File: src/flit_pkg.sv
package flit_pkg;

  // Flit layout, MSB first:
  //   63      virtual channel, carried through
  //   62      north-south direction, carried through
  //   61      east-west direction
  //   60:56   reserved
  //   55:52   y hop count, carried through
  //   51:48   x hop count
  //   47:32   source coordinates
  //   31:0    payload
  localparam int FLIT_WIDTH    = 64;
  localparam int EAST_WEST_BIT = 61;
  localparam int X_HOP_MSB     = 51;
  localparam int X_HOP_LSB     = 48;

  // Value of the east-west bit for traffic heading east
  localparam logic WEST_TO_EAST = 1'b1;

  // One whole flit as it moves through the router
  typedef logic [FLIT_WIDTH-1:0] flit_t;

  // Remaining hops along the ring
  typedef logic [X_HOP_MSB-X_HOP_LSB:0] hop_t;

  // Data word in the low half of the flit
  typedef logic [31:0] payload_t;

endpackage

File: src/router_cfg_pkg.sv
package router_cfg_pkg;

  // One input and one output per port
  localparam int NUM_PORTS = 3;

  // FIFO slots per input port, and so the credits each output starts with
  localparam int BUFFER_DEPTH = 4;

  // The encoding doubles as the bit position in every per-port vector
  typedef enum logic [1:0] {
    PORT_CW  = 2'd0,
    PORT_CCW = 2'd1,
    PORT_PE  = 2'd2
  } port_e;

  // Must hold every value from 0 up to BUFFER_DEPTH
  typedef logic [2:0] credit_t;

  // One bit per port, used for routes, requests and grants
  typedef logic [NUM_PORTS-1:0] port_mask_t;

endpackage

File: src/input_port.sv
module input_port
  import flit_pkg::*;
  import router_cfg_pkg::*;
(
  input  logic       clk,
  input  logic       reset,
  input  logic       in_valid,
  input  flit_t      in_flit,
  input  logic       is_pe_port,
  input  port_e      own_port,
  input  logic       pop,
  output logic       credit_out,
  output logic       head_valid,
  output flit_t      head_flit,
  output port_mask_t route
);

  flit_t                             mem [BUFFER_DEPTH];
  logic [$clog2(BUFFER_DEPTH)-1:0]   wr_ptr;
  logic [$clog2(BUFFER_DEPTH)-1:0]   rd_ptr;
  credit_t                           count;
  hop_t                              head_hops;

  // Flit storage, written whenever upstream sends
  always_ff @(posedge clk) begin
    if (in_valid) begin
      mem[wr_ptr] <= in_flit;
    end
  end

  // Pointers wrap naturally since the depth is a power of two
  always_ff @(posedge clk) begin
    if (reset) begin
      wr_ptr     <= '0;
      rd_ptr     <= '0;
      count      <= '0;
      credit_out <= 1'b0;
    end else begin
      if (in_valid) begin
        wr_ptr <= wr_ptr + 1'b1;
      end
      if (pop) begin
        rd_ptr <= rd_ptr + 1'b1;
      end
      count      <= count + credit_t'(in_valid) - credit_t'(pop);
      // Every freed slot goes back upstream as one credit
      credit_out <= pop;
    end
  end

  assign head_valid = (count != '0);
  assign head_flit  = mem[rd_ptr];
  assign head_hops  = head_flit[X_HOP_MSB:X_HOP_LSB];

  // Route of the head flit, one bit set
  always_comb begin
    route = '0;
    if (head_hops != '0) begin
      if (is_pe_port) begin
        // Injected traffic picks its ring from the east-west bit
        if (head_flit[EAST_WEST_BIT] == WEST_TO_EAST) begin
          route[PORT_CW] = 1'b1;
        end else begin
          route[PORT_CCW] = 1'b1;
        end
      end else begin
        route[own_port] = 1'b1;
      end
    end else begin
      // Out of hops, so this router is the destination
      route[PORT_PE] = 1'b1;
    end
  end

  // Upstream only sends while it holds a credit, so a full FIFO is never written
  a_no_overflow : assert property (
    @(posedge clk) disable iff (reset)
    in_valid |-> (count != credit_t'(BUFFER_DEPTH))
  ) else $error("input_port: flit written while the FIFO is full");

  // Grants only come back for a head flit that was offered
  a_no_underflow : assert property (
    @(posedge clk) disable iff (reset)
    pop |-> head_valid
  ) else $error("input_port: pop while the FIFO is empty");

endmodule

File: src/output_port.sv
module output_port
  import flit_pkg::*;
  import router_cfg_pkg::*;
(
  input  logic                   clk,
  input  logic                   reset,
  input  logic                   is_ring,
  input  port_mask_t             req_valid,
  input  flit_t [NUM_PORTS-1:0]  req_flits,
  input  logic                   credit_in,
  output port_mask_t             grant,
  output logic                   out_valid,
  output flit_t                  out_flit
);

  credit_t credits;
  port_e   last_port;
  port_e   sel_port;
  logic    send;
  logic    found;
  int      cand;
  flit_t   sel_flit;
  hop_t    sel_hops;
  flit_t   next_flit;

  // Round-robin search that starts just after the last winner.
  // No grant at all while the downstream buffer has no free slot
  always_comb begin
    grant    = '0;
    sel_port = last_port;
    found    = 1'b0;
    cand     = 0;
    if (credits != '0) begin
      for (int i = 1; i <= NUM_PORTS; i++) begin
        cand = (int'(last_port) + i) % NUM_PORTS;
        if (!found && req_valid[cand]) begin
          found       = 1'b1;
          grant[cand] = 1'b1;
          sel_port    = port_e'(cand);
        end
      end
    end
  end

  assign send = found;

  assign sel_flit = req_flits[sel_port];
  assign sel_hops = sel_flit[X_HOP_MSB:X_HOP_LSB];

  // Ring outputs consume one hop, the local port passes the flit unchanged
  always_comb begin
    next_flit = sel_flit;
    if (is_ring) begin
      next_flit[X_HOP_MSB:X_HOP_LSB] = sel_hops - hop_t'(1);
    end
  end

  always_ff @(posedge clk) begin
    if (reset) begin
      out_valid <= 1'b0;
      credits   <= credit_t'(BUFFER_DEPTH);
      // The cw input gets first pick after reset
      last_port <= PORT_PE;
    end else begin
      out_valid <= send;
      credits   <= credits + credit_t'(credit_in) - credit_t'(send);
      if (send) begin
        last_port <= sel_port;
      end
    end
  end

  always_ff @(posedge clk) begin
    if (send) begin
      out_flit <= next_flit;
    end
  end

  // Downstream never returns more credits than it has slots
  a_credit_bound : assert property (
    @(posedge clk) disable iff (reset)
    credits <= credit_t'(BUFFER_DEPTH)
  ) else $error("output_port: credit counter above buffer depth");

  // A flit on the output must have been paid for with a credit
  a_send_with_credit : assert property (
    @(posedge clk) disable iff (reset)
    out_valid |-> ($past(credits) != '0)
  ) else $error("output_port: flit sent without a credit");

  a_grant_onehot : assert property (
    @(posedge clk) disable iff (reset)
    $onehot0(grant)
  ) else $error("output_port: more than one input granted");

endmodule

File: src/ring_router.sv
module ring_router
  import flit_pkg::*;
  import router_cfg_pkg::*;
(
  input  logic  clk,
  input  logic  reset,

  input  logic  cw_in_valid,
  input  flit_t cw_in_flit,
  output logic  cw_credit_out,
  output logic  cw_out_valid,
  output flit_t cw_out_flit,
  input  logic  cw_credit_in,

  input  logic  ccw_in_valid,
  input  flit_t ccw_in_flit,
  output logic  ccw_credit_out,
  output logic  ccw_out_valid,
  output flit_t ccw_out_flit,
  input  logic  ccw_credit_in,

  input  logic  pe_in_valid,
  input  flit_t pe_in_flit,
  output logic  pe_credit_out,
  output logic  pe_out_valid,
  output flit_t pe_out_flit,
  input  logic  pe_credit_in
);

  port_mask_t                 in_valid;
  flit_t      [NUM_PORTS-1:0] in_flit;
  port_mask_t                 credit_out;
  port_mask_t                 credit_in;
  port_mask_t                 out_valid;
  flit_t      [NUM_PORTS-1:0] out_flit;
  port_mask_t                 head_valid;
  flit_t      [NUM_PORTS-1:0] head_flit;
  port_mask_t                 pop;
  // Indexed by input port
  port_mask_t [NUM_PORTS-1:0] route;
  // Indexed by output port, each bit names an input
  port_mask_t [NUM_PORTS-1:0] req_valid;
  port_mask_t [NUM_PORTS-1:0] grant;

  assign in_valid  = {pe_in_valid, ccw_in_valid, cw_in_valid};
  assign in_flit   = {pe_in_flit, ccw_in_flit, cw_in_flit};
  assign credit_in = {pe_credit_in, ccw_credit_in, cw_credit_in};

  assign cw_credit_out  = credit_out[PORT_CW];
  assign ccw_credit_out = credit_out[PORT_CCW];
  assign pe_credit_out  = credit_out[PORT_PE];
  assign cw_out_valid   = out_valid[PORT_CW];
  assign ccw_out_valid  = out_valid[PORT_CCW];
  assign pe_out_valid   = out_valid[PORT_PE];
  assign cw_out_flit    = out_flit[PORT_CW];
  assign ccw_out_flit   = out_flit[PORT_CCW];
  assign pe_out_flit    = out_flit[PORT_PE];

  for (genvar p = 0; p < NUM_PORTS; p++) begin : g_port
    input_port u_input (
      .clk        (clk),
      .reset      (reset),
      .in_valid   (in_valid[p]),
      .in_flit    (in_flit[p]),
      .is_pe_port (p == PORT_PE),
      .own_port   (port_e'(p)),
      .pop        (pop[p]),
      .credit_out (credit_out[p]),
      .head_valid (head_valid[p]),
      .head_flit  (head_flit[p]),
      .route      (route[p])
    );

    output_port u_output (
      .clk        (clk),
      .reset      (reset),
      .is_ring    (p != PORT_PE),
      .req_valid  (req_valid[p]),
      .req_flits  (head_flit),
      .credit_in  (credit_in[p]),
      .grant      (grant[p]),
      .out_valid  (out_valid[p]),
      .out_flit   (out_flit[p])
    );
  end

  // Requests are the transpose of the routes, and each input pops when any output takes it
  always_comb begin
    for (int o = 0; o < NUM_PORTS; o++) begin
      for (int i = 0; i < NUM_PORTS; i++) begin
        req_valid[o][i] = head_valid[i] & route[i][o];
      end
    end
    for (int i = 0; i < NUM_PORTS; i++) begin
      pop[i] = 1'b0;
      for (int o = 0; o < NUM_PORTS; o++) begin
        pop[i] = pop[i] | grant[o][i];
      end
    end
  end

endmodule

File: config.mk
export PLATFORM = sky130hd
export DESIGN_NAME = ring_router
export DESIGN_NICKNAME = d
export VERILOG_FILES = /design/src/flit_pkg.sv /design/src/router_cfg_pkg.sv /design/src/input_port.sv /design/src/output_port.sv /design/src/ring_router.sv
export SDC_FILE = /design/constraint.sdc
export NUM_CORES = 1
export LEC_CHECK = 0
export BUFFER_PORTS_ARGS = -buffer_cell sky130_fd_sc_hd__buf_4
export CAP_MARGIN = 20
export CORE_ASPECT_RATIO = 1.4
export CORE_MARGIN = 2
export CORE_UTILIZATION = 53
export CTS_CLUSTER_SIZE = 14
export DETAILED_ROUTE_END_ITERATION = 10
export HOLD_SLACK_MARGIN = 0.05
export PLACE_DENSITY = 0.71
export SLEW_MARGIN = 20
export SYNTH_ARGS = -nofsm -noshare
export SYNTH_HDL_FRONTEND = slang
export SYNTH_SLANG_ARGS = --single-unit
export TNS_END_PERCENT = 100
File: constraint.sdc
create_clock -name clk -period 7.3 [get_ports clk]
set_input_delay 1.095 -clock clk [delete_from_list [all_inputs] [get_ports clk]]
set_output_delay 1.095 -clock clk [all_outputs]
set_load 0.01 [all_outputs]
## Yosys cells after proc, flatten, opt, wreduce, memory -nomap -nowiden

Memories as Yosys holds them, arrays and structs flattened. A register that Yosys moved wholly into a read port is not among the register bits.
Cells that the tools add are included.

| storage, ports and cells | value |
|---|---|
| RAM bits | 768 |
| memories kept | 3 |
| output and inout port bits | 198 |
| register bits | 234 |

Memories:

| name | words | width | read ports | clocked after memory_dff | wr ports | line | RTL |
|---|---|---|---|---|---|---|---|
| g_port[0].u_input.mem | 4 | 64 | 1 | 1 | 1 | input_port.sv:18 | `flit_t mem [BUFFER_DEPTH];` |
| g_port[1].u_input.mem | 4 | 64 | 1 | 1 | 1 | input_port.sv:18 |  |
| g_port[2].u_input.mem | 4 | 64 | 1 | 1 | 1 | input_port.sv:18 |  |

| operators by class | value |
|---|---|
| div/mod/pow operators | 9 |
| bitwise operators | 21 |
| mux-type cells | 119 |
| reductions and logical operators | 30 |
| magnitude comparators | 21 |
| add/subtract/negate cells | 29 |

Operators by type and width:

| operator | count |
|---|---|
| 64-bit binary-select mux with 2-bit select | 3 |
| 32-bit by 1-bit >= comparator with 1-bit output (second input constant) | 9 |
| 32-bit by 4-bit less-than comparator with 1-bit output (second input constant) | 9 |
| 32-bit by 3-bit remainder unit with 32-bit output (second input constant) | 9 |
| 64-bit two-way mux | 3 |
| 1-bit two-way mux | 57 |
| 3-bit two-way mux | 18 |
| 2-bit two-way mux | 20 |
| 2-bit by 2-bit adder with 3-bit output (second input constant) | 6 |
| 3-bit by 1-bit adder with 3-bit output | 6 |
| 1-bit binary-select mux with 2-bit select | 9 |
| 1-bit demux with 2-bit select | 9 |
| 3-bit bitwise OR | 6 |
| 3-bit nonzero test | 6 |
| 3-bit by 1-bit subtractor with 3-bit output | 6 |
| 1-bit logical AND | 15 |
| 2-bit by 1-bit adder with 2-bit output (second input constant) | 6 |
| 4-bit nonzero test | 3 |
| 2-bit by 1-bit adder with 3-bit output (second input constant) | 3 |
| 2-bit by 3-bit less-than comparator with 1-bit output (second input constant) | 3 |
| 1-bit bitwise AND | 8 |
| 4-bit by 1-bit subtractor with 4-bit output (second input constant) | 2 |
| 1-bit zero test | 6 |
| 1-bit bitwise OR | 6 |
| 1-bit bitwise AND (second input constant) | 1 |

## Depth between registers and ports, before layout

Gate-level depths: netlist of run 1.

| depth | value |
|---|---|
| word-level depth | 20 |
| mapped depth | 18 |
| depth with buffers taken out | 18 |

## By module

Synthesis of run 1 repeated with hierarchy kept, for this count alone.

| second synthesis, totals | value |
|---|---|
| cells, all modules | 2288 |
| area, all modules | 41396.0 um^2 |

Modules (own cells, without submodules):

| module | area each (um^2) | cells each | instances |
|---|---|---|---|
| input_port at g_port[0].u_input ... | 9718.1 | 387 | 2 |
| input_port at g_port[2].u_input | 9724.3 | 388 | 1 |
| output_port at g_port[1].u_output | 4147.7 | 377 | 1 |
| output_port at g_port[2].u_output | 4040.1 | 370 | 1 |
| output_port at g_port[0].u_output | 3965.1 | 365 | 1 |
| ring_router | 82.6 | 14 | 1 |

## Worst setup path after synthesis of run 1

No wires, ideal clock.

| timing path | value |
|---|---|
| path type | reg2reg |
| start | reg with a tool-made name |
| end | reg g_port[2].u_output.credits[2] |
| required time | 7.183 ns |
| library setup time | 0.117 ns |
| cell stages (with the launch flop) | 16 |
| path buffers | 1 |
| slack | 0.321 ns |
| arrival time | 6.862 ns |
| cell sequence | dfxtp_1 -> buf_2 -> mux4_2 -> nor4_4 -> a22o_1 -> a21boi_0 -> o221ai_1 -> a21oi_1 -> ha_1 -> inv_1 -> ha_1 -> inv_1 -> fa_1 -> xor2_1 -> xnor2_1 -> nand2b_1 |

RTL lines:

| element | line | RTL |
|---|---|---|
| to (signal assigned) | output_port.sv:61 | `credits <= credit_t'(BUFFER_DEPTH);` |
| to (signal assigned) | output_port.sv:66 | `credits <= credits + credit_t'(credit_in) - credit_t'(send);` |
| to (decl) | output_port.sv:16 | `credit_t credits;` |

==> results of run 1 <==
layer usage:
layer  share of wire [%]  wire length (um)  track usage [%]  vias to the layer above
li1                    -                 -                -                     9852
met1                  36             39740            34.56                    11828
met2                  52             56640            47.11                     1073
met3                 8.1              8853            6.050                      251
met4                 4.0              4344            12.91                       32
met5                0.20               220                0                        -
synth_stat cells (10+ instances only):
master	count	area (um^2)
nand2b_1	10	62.56
buf_6	10	112.6
mux4_2	192	4324
buf_2	19	95.09
o21ai_1	66	330.3
ha_1	38	475.5
inv_1	41	153.9
nand2_1	88	330.3
nor2b_1	14	87.58
clkbuf_1	98	367.9
nor2_1	42	157.7
a21oi_1	18	90.09
xnor2_1	15	131.4
edfxtp_1	960	28830
o21ai_0	137	685.7
nand3_1	128	640.6
and2_1	18	112.6
buf_1	10	37.54
nor3_1	15	75.07
mux2i_1	195	1952
dfxtp_1	48	960.9
sequential cells by signal (all words and copies together), names as in the netlist, named ones only:
| register | count |
|---|---|
| g_port.u_output.credits | 9 |
| g_port.u_input.rd_ptr | 6 |
| g_port.u_input.mem | 768 |
| g_port.u_output.out_valid | 3 |
| g_port.u_input.count | 9 |
| g_port.u_input.wr_ptr | 6 |
| g_port.u_input.credit_out | 3 |
| g_port.u_output.out_flit | 192 |
| g_port.u_output.last_port | 6 |
worst max-delay path by stage:
stage                     slack (ns)  startpoint                         endpoint  cells after the start
final                           2.12    register    g_port[2].u_output.credits[2]                     14
after global routing            1.71    register    g_port[2].u_output.credits[2]                     14
after CTS                       2.05    register  g_port[2].u_output.out_flit[17]                     11
after detailed placement        2.05    register  g_port[1].u_output.out_flit[50]                      9
after global placement          2.12    register  g_port[1].u_output.out_flit[50]                      9
after floorplan                 0.32    register    g_port[2].u_output.credits[2]                     15
cell type report:
cell class              count  area share [%]
flip-flops and latches   1008           62.01
diodes                     21          0.1093
clock inverters            50           1.012
inverters                  43          0.3409
multi-input cells        1075           21.87
clock buffers             121           5.231
well taps                 976           2.540
repair buffers            430           6.892
power by group:
part | internal, W | leakage [nW] | switching (W)
clock network | 0.00269 | 1.47 | 0.00212
registers | 0.00775 | 9.29 | 0.000514
logic | 0.00288 | 5.53 | 0.00473
total | 0.0133 | 16.3 | 0.00736
placed cells by master, fill, tap and decap left out, types with 16 or more instances in the layout:
master,synthesis,routed
edfxtp_1,960,960
buf_4,0,423
mux2i_1,195,195
mux4_2,192,192
o21ai_0,137,136
nand3_1,128,128
clkbuf_16,0,95
nand2_1,88,87
o21ai_1,66,66
nor2_1,42,42
dfxtp_1,48,42
inv_1,41,40
ha_1,38,38
clkbuf_1,98,22
diode_2,0,21
clkinv_2,0,18
clkinv_1,1,16
a21oi_1,18,16
worst register-to-register path, stage by stage (launching register included):
cell	delay (ns)
dfxtp_4	0.88
mux4_2	0.82
nor4_4	0.49
a22o_1	0.33
a21boi_0	0.20
o221ai_1	0.18
a21oi_4	0.80
ha_1	0.38
inv_1	0.06
ha_1	0.13
inv_1	0.05
fa_1	0.37
xor2_1	0.17
xnor2_1	0.13
nand2b_1	0.07
logic make-up (layout without fill, tap and decap cells):
kind of cell / after synthesis / after routing / synth area share (%)
fa+ha+maj: 45 / 45 / 1.478
other cells: 0 / 21 / 0
buf+inv: 180 / 644 / 1.890
flops: 1008 / 1008 / 72.71
xor+xnor: 22 / 22 / 0.4703
compound gates: 282 / 282 / 4.050
simple gates: 338 / 338 / 4.059
mux: 388 / 388 / 15.35
per-stage QoR:
stage | instances | worst slack (ns)
global placement | 3528 | 2.118
detailed placement | 3530 | 2.052
finish | 3724 | 2.125
floorplan | 2263 | 0.3212
CTS | 3701 | 2.049
global route | 3721 | 1.713
==> metrics.csv, run 1 <==
metric;value;unit
Die Span Y;333.0;um
Hold WS;0.4881;ns
DRC errors left;0;
sequential share of the synthesized area;72.71;%
Fmax;193.2;MHz
Syn. warnings;0;
register area;29810;um^2
Worst slew margin;26.31;%
Critical-path top delay cell;dfxtp_4;
reg2reg setup slack;2.12;ns
EDFF count, synth;960;
Avg Inst Size Synth;18.10;um^2
vias in the first global route;24063;
number of setup violations in the final report;0;
post-synthesis async set-or-reset flop share;0;%
DR vias/cell;6.186;
final hold vios;0;
initial antenna violation count;35;
hold path depth;2;
Final Max Slew Viols;0;
share of cells above drive strength 1;29.12;%
final net count;2895;
outcome;complete, no violations;
routed wire length;109.8;mm
FP Rows;120;
Crit path max-delay family;compound AO/OA/AOI/OAI gates;
CTS Buf Count;93;
Req. time, crit path;7.86;ns
placed cell area;44960;um^2
Synth-to-Final Area Change;17.34;%
pwr dens;430.4;nW/um^2
Peak VDD IR;0.0004363;V
Antenna Violating Nets Remaining;0;
Root Buffer;clkbuf_16;
Crit Path Category;reg -> reg;
Setup Skew;0.02674;ns
GPL Wtd Cong;0.8507;
Crit path buffers/inverters;2;
grt total ovfl;0;
Max H-tree Level;3;
Initial Utilization;53.50;%
Worst-path clk slew;0.06;ns
first-pass GRT wire length;159.3;mm
CORE AREA;76570;um^2
I/O Buffers;397;
CTS tree;yes;
Synth Cell Area;40970;um^2
leakage;16.29;nW
area of the multi-input gates;10510;um^2
Max Buffers Root-to-Sink;3;
die area;79570;um^2
Power, Total;0.02069;W
Worst Path Max Fanout;38;
via count;23036;
WL/cell;29.48;um
DRT Pass-1 Iters;6;
I/O Pins;398;
DIE WIDTH;239.0;um
slew at the pin closest to its max-slew limit;1.105;ns
Iter 0 DRT Violations;2363;
crit start category;register;
Unique masters post-synth;71;
pin count of the biggest net entering global routing;90;
Clk Latency, worst-skew pair;0.67;ns
CP cell instances;mux4_2, nor4_4, a22o_1, a21boi_0, o221ai_1, a21oi_4, ha_1, inv_1, ha_1, inv_1, fa_1, xor2_1, xnor2_1, nand2b_1;
Cells after Synth;2263;
RR Endpoint;g_port[2].u_output.credits[2];
Post-CTS Setup Bufs;0;
GRT Overall Usage;27.94;%
Tcrit/Tclk final;70.90;%
Util after Layout;62.78;%
worst endpoint data arrival time;5.74;ns
depth of the worst register-to-register path;14;
post_cts resized;0;
post-layout minimum cycle time;5.175;ns
syn nets;2507;
max-cap viol count;0;
DP HPWL;70.35;mm
CP endpoint kind;register;
setup_tns;0;ns
design area;48080;um^2
FILL cells;5406;
total clock sinks;1008;
top_reg_cell synth;edfxtp_1;
crit-path max cell delay;0.88;ns
Hold/Removal Path Class;reg -> reg;
unrepaired setup endpoints after global routing;false;
Min-Delay Startpoint;g_port[1].u_input.rd_ptr[1];
cts hold-fix bufs;0;
Yosys reg bits;1008;
Power figures use the tool's default switching activity.
==> run 2: changes to the inputs <==
- clock period: 7.3 -> 4.6 ns (I/O delays scaled with it)
==> run 2 against run 1 <==
  * Sequential share of layout area fell by 0.21 points
  * Critical path type unchanged
  * Sequential power rose by 56%
  * Worst setup slack got worse by 1.9 ns
  * Clock skew rose by 0.0015 ns
  * Register-to-register slack got worse by 1.9 ns
  * Non-clock buffer count rose by 21
  * Hold slack got worse by 0.27 ns
  * Critical path depth rose by 1
  * Via count rose by 1.0%
==> metrics.csv, run 2 (synthesis results as in run 1) <==
metric;value;unit;change
Max Buffers Root-to-Sink;3;;unchanged
most common cell after layout, fill and taps aside;edfxtp_1;;
post-layout minimum cycle time;4.346;ns;-0.8298 ns
final hold vios;0;;unchanged
DRC errors left;0;;unchanged
share of cells above drive strength 1;29.48;%;+0.36 points
CTS Buf Count;94;;+1.1%
Die Span Y;333.0;um;unchanged
Peak VDD IR;0.0005934;V;+36%
CP endpoint kind;register;;
DRT Pass-1 Iters;7;;+1
max FFs per register;768;;unchanged
initial antenna violation count;24;;-31%
GPL Wtd Cong;0.8599;;+1.1%
CORE AREA;76570;um^2;unchanged
I/O Buffers;397;;unchanged
Final Max Slew Viols;0;;unchanged
cts hold-fix bufs;0;;unchanged
Setup Skew;0.02819;ns;+0.001456 ns
via count;23272;;+1.0%
Clk Latency, worst-skew pair;0.66;ns;about the same
FILL cells;5402;;-0.074%
Antenna Violating Nets Remaining;0;;unchanged
pwr dens;685.8;nW/um^2;+59%
register area;29810;um^2;unchanged
DIE WIDTH;239.0;um;unchanged
most frequent cells in the layout;edfxtp_1 (960), buf_4 (442), mux2i_1 (195);;
routed wire length;110.3;mm;+0.43%
Hold/Removal Path Class;in -> reg;;
setup_tns;0;ns;unchanged
number of setup violations in the final report;0;;unchanged
Post-CTS Setup Bufs;0;;unchanged
Critical-path top delay cell;mux4_2;;
Max H-tree Level;3;;unchanged
worst endpoint data arrival time;4.88;ns;-0.86 ns
Worst path most repeated cell;inv_1;;
Fmax;230.1;MHz;+19%
Tcrit/Tclk final;94.47;%;+24 points
Crit Path Category;reg -> reg;;
area of the multi-input gates;10510;um^2;unchanged
crit start category;register;;
Worst slew margin;28.82;%;+2.5 points
outcome;complete, no violations;;
Worst Path Max Fanout;8;;-79%
dpl ws;0.3207;ns;-1.731 ns
DR vias/cell;6.224;;+0.62%
crit-path max cell delay;0.64;ns;-0.24 ns
GRT Overall Usage;28.00;%;+0.062 points
Iter 0 DRT Violations;2369;;+0.25%
FP Rows;120;;unchanged
WL/cell;29.49;um;about the same
slew at the pin closest to its max-slew limit;1.068;ns;-0.03769 ns
Req. time, crit path;5.13;ns;-2.73 ns
pin count of the biggest net entering global routing;121;;+34%
final net count;2917;;+0.76%
I/O Pins;398;;unchanged
DP HPWL;69.28;mm;-1.5%
top flop regs;g_port.u_input.mem (768), g_port.u_output.out_flit (192);;
Top reg by flops;g_port.u_input.mem;;
Synth-to-Final Area Change;17.73;%;
unrepaired setup endpoints after global routing;false;;
CTS tree;yes;;
first-pass GRT wire length;159.2;mm;about the same
leakage;16.38;nW;+0.55%
Initial Utilization;53.50;%;unchanged
CP cell instances;mux4_2, o41a_1, a2111oi_0, o21ai_1, a31oi_1, o21ba_1, inv_1, ha_1, inv_1, ha_1, inv_1, fa_1, xor2_1, xnor2_1, nor2_1;;
final setup margin;0.2543;ns;-1.870 ns
Worst-path clk slew;0.07;ns;about the same
post_cts resized;0;;unchanged
max-cap viol count;0;;unchanged
Root Buffer;clkbuf_16;;
vias in the first global route;23767;;-1.2%
total clock sinks;1008;;unchanged
grt total ovfl;0;;unchanged
die area;79570;um^2;unchanged
==> run 2: changes by cell type in the layout (fill, tap and decap cells not counted), sizes merged <==
cell      previous run  this run
diode               21        15
clkinv              37        38
buf                430       451
inv                 47        43
clkinvlp             2         5
==> run 2: cell type report <==
type | count | share of cell area [%]
Sequential cell | 1008 | 61.80
Multi-Input combinational cell | 1075 | 21.79
Timing Repair Buffer | 451 | 7.253
Clock buffer | 121 | 5.281
Tap cell | 976 | 2.532
Clock inverter | 50 | 0.9234
Inverter | 43 | 0.3372
Antenna cell | 15 | 0.07782
==> run 2: where the power goes <==
part	internal, W	leakage, nW	switching [W]	total, W
Clock	0.00430	1.45	0.00333	0.00763
Combinational	0.00476	5.64	0.00776	0.0125
Sequential	0.0123	9.29	0.000631	0.0129
==> run 2: worst paths after layout <==
kind	depth (start not counted)	slack, ns	end	from
hold / removal	1	0.22	g_port[0].u_input.mem[2][44]	cw_in_flit[44]
hold reg to reg	2	0.51	register	g_port[0].u_input.rd_ptr[1]
setup / recovery	15	0.25	g_port[1].u_input.count[2]	register
setup reg to reg	15	0.25	g_port[1].u_input.count[2]	register
==> run 2: critical path, delay by kind of cell, from the launching register on <==
| kind | cells | cell delay (ns) |
|---|---|---|
| AOI/OAI and AO/OA | 5 | 1.78 |
| adders and majority gates | 3 | 0.74 |
| muxes | 1 | 0.64 |
| DFF | 1 | 0.40 |
| xor gates and xnor gates | 2 | 0.39 |
| buffers and inverters | 3 | 0.21 |
| and+or+nand+nor | 1 | 0.06 |
==> run 2: routing by layer <==
metal	GRT usage [%]	wire length [um]	vias up
met5	0	148	-
met2	46.68	55960	1117
met4	10.80	3742	22
li1	-	-	9868
met1	36.37	41790	12050
met3	5.685	8633	215
==> run 2: stage by stage <==
step / hold WS [ns] / power, W / utilization, % / area [um^2] / cells
3_5_place_dp: 0.5060 / 0.02553 / 59.01 / 45190 / 3552
5_1_grt: 0.2034 / 0.03441 / 62.98 / 48230 / 3735
6_report: 0.2169 / 0.03308 / 62.99 / 48240 / 3739
3_3_place_gp: 0.5038 / 0.02518 / 59.01 / 45190 / 3552
2_1_floorplan: 0.4565 / 0.02056 / - / 40990 / 2263
4_1_cts: 0.1768 / 0.03312 / 62.92 / 48180 / 3723
==> run 3: changes to the inputs <==
- BUFFER_PORTS_ARGS: -buffer_cell sky130_fd_sc_hd__buf_4 -> -buffer_cell sky130_fd_sc_hd__buf_2
==> run 3 against run 2 <==
  * Wire length is 1.1% higher
  * Clock skew is 0.0037 ns lower
  * Worst setup slack better by 0.044 ns
  * Die area stayed put
  * Largest power group unchanged
  * Sequential cell count stayed put
  * Power is 0.41% lower
  * Core utilization is 1.1 points lower
==> metrics.csv, run 3 (synthesis results as in run 1) <==
metric;value;unit;change
vias in the first global route;23892;;+0.53%
FP Rows;120;;unchanged
DP HPWL;69.18;mm;-0.15%
outcome;complete, no violations;;
hold path depth;1;;unchanged
GRT Overall Usage;28.27;%;+0.26 points
most common cell after layout, fill and taps aside;edfxtp_1;;
routed wire length;111.5;mm;+1.1%
max-cap viol count;0;;unchanged
register area;29810;um^2;unchanged
Power, Total;0.03294;W;-0.41%
Die Span Y;333.0;um;unchanged
DR vias/cell;6.251;;+0.43%
Initial Utilization;53.50;%;unchanged
Final Max Slew Viols;0;;unchanged
post-layout minimum cycle time;4.301;ns;-0.04437 ns
unrepaired setup endpoints after global routing;false;;
final setup margin;0.2987;ns;+0.04437 ns
Util after Layout;61.93;%;-1.1 points
Hold Path End;g_port[2].u_input.mem[2][52];;
DIE WIDTH;239.0;um;unchanged
Root Buffer;clkbuf_16;;
number of setup violations in the final report;0;;unchanged
Min-Delay Startpoint;pe_in_flit[52];;
initial antenna violation count;45;;+88%
pwr dens;694.6;nW/um^2;+1.3%
max FFs per register;768;;unchanged
slew at the pin closest to its max-slew limit;1.108;ns;+0.04055 ns
grt total ovfl;0;;unchanged
leakage;16.12;nW;-1.6%
Max Buffers Root-to-Sink;3;;unchanged
via count;23421;;+0.64%
Hold/Removal Path Class;in -> reg;;
Fmax;232.5;MHz;+1.0%
die area;79570;um^2;unchanged
dpl ws;0.3306;ns;+0.009949 ns
total clock sinks;1008;;unchanged
GPL Wtd Cong;0.8721;;+1.4%
Post-CTS Setup Bufs;0;;unchanged
DRT Pass-1 Iters;6;;-1
cts hold-fix bufs;0;;unchanged
met3 WL post-DR;8.711;mm;+0.90%
WL/cell;29.75;um;+0.86%
Top Metal Used;met5;;
final net count;2917;;unchanged
crit start category;register;;
top flop regs;g_port.u_input.mem (768), g_port.u_output.out_flit (192);;
area of the multi-input gates;10510;um^2;unchanged
placed cell area;44220;um^2;-2.1%
CORE AREA;76570;um^2;unchanged
Setup Skew;0.02451;ns;-0.003688 ns
Hold WS;0.2285;ns;+0.01158 ns
first-pass GRT wire length;160.4;mm;+0.73%
Req. time, crit path;5.12;ns;about the same
Clk Latency, worst-skew pair;0.68;ns;+0.02 ns
Peak VDD IR;0.0006046;V;+1.9%
FILL cells;5462;;+1.1%
post_cts resized;0;;unchanged
Crit Path Category;reg -> reg;;
most frequent cells in the layout;edfxtp_1 (960), buf_2 (397), mux2i_1 (195);;
DRC errors left;0;;unchanged
CP endpoint kind;register;;
Max H-tree Level;3;;unchanged
depth of the worst register-to-register path;14;;-1
Iter 0 DRT Violations;2442;;+3.1%
design area;47430;um^2;-1.7%
Tcrit/Tclk final;93.51;%;-0.96 points
RR Endpoint;g_port[2].u_input.count[2];;
pin count of the biggest net entering global routing;95;;-21%
worst endpoint data arrival time;4.82;ns;-0.06 ns
Worst Path Max Fanout;8;;unchanged
CTS tree;yes;;
Top reg by flops;g_port.u_input.mem;;
Synth-to-Final Area Change;15.76;%;
Metal-1 WL;41.80;mm;about the same
share of cells above drive strength 1;29.67;%;+0.19 points
reg2reg setup slack;0.30;ns;+0.04 ns
Worst slew margin;26.12;%;-2.7 points
Antenna Violating Nets Remaining;0;;unchanged
CTS Buf Count;94;;unchanged
WL met2;56.42;mm;+0.81%
Worst-path clk slew;0.06;ns;about the same
I/O Buffers;397;;unchanged
final hold vios;0;;unchanged
I/O Pins;398;;unchanged
[run 3: changes by cell type in the layout (fill, tap and decap cells not counted), moves of 3 or more]
cell,delta
buf_2,+397
buf_4,-400
bufinv_16,+3
clkbuf_1,-4
clkbuf_16,-3
clkinv_16,+3
diode_2,+9
[run 3: worst max-delay path by stage]
stage                                          to      from  cells after the start
finish                 g_port[2].u_input.count[2]  register                     14
global route           g_port[1].u_input.count[2]  register                     16
floorplan           g_port[2].u_output.credits[2]  register                     15
CTS                    g_port[2].u_input.count[2]  register                     14
global placement       g_port[1].u_input.count[2]  register                     16
detailed placement     g_port[2].u_input.count[2]  register                     14
[run 3: area by class of cell]
cell class / instances / area share, %
inverter: 43 / 0.3430
antenna: 24 / 0.1266
timing repair buffer: 451 / 5.393
sequential: 1008 / 62.86
clock buffer: 115 / 5.211
clock inverter: 55 / 1.327
tap: 976 / 2.575
multi-input combinational: 1075 / 22.17
[run 3: worst max-delay path: stages, from the launching register on]
cell and delay [ns]:
dfxtp_4 0.39, mux4_2 0.62, nor4_4 0.49, and2_1 0.39
a211oi_1 0.13, a31o_1 0.21, a222oi_1 0.36, o221ai_1 0.21
ha_1 0.35, inv_1 0.04, ha_1 0.18, fa_1 0.39
xnor2_1 0.19, xnor2_1 0.14, nor2_1 0.06
[run 3: routing by layer]
metal	vias to the layer above	GRT usage, %
li1	9904	-
met1	12046	36.05
met2	1167	47.56
met3	270	5.345
met4	34	12.05
met5	-	0
[run 3: through the flow]
stage	TNS [ns]	instances
after floorplan	-0.07641	2263
after global placement	0	3550
final	0	3747
after detailed placement	0	3551
after CTS	0	3721
after global routing	0	3740
[run 3: power by group]
group	internal [W]	leakage, nW	switching [W]	total (W)
sequential	0.0123	9.29	0.000526	0.0128
clock	0.00442	1.51	0.00342	0.00783
combinational	0.00434	5.32	0.00796	0.0123
total	0.0210	16.1	0.0119	0.0329
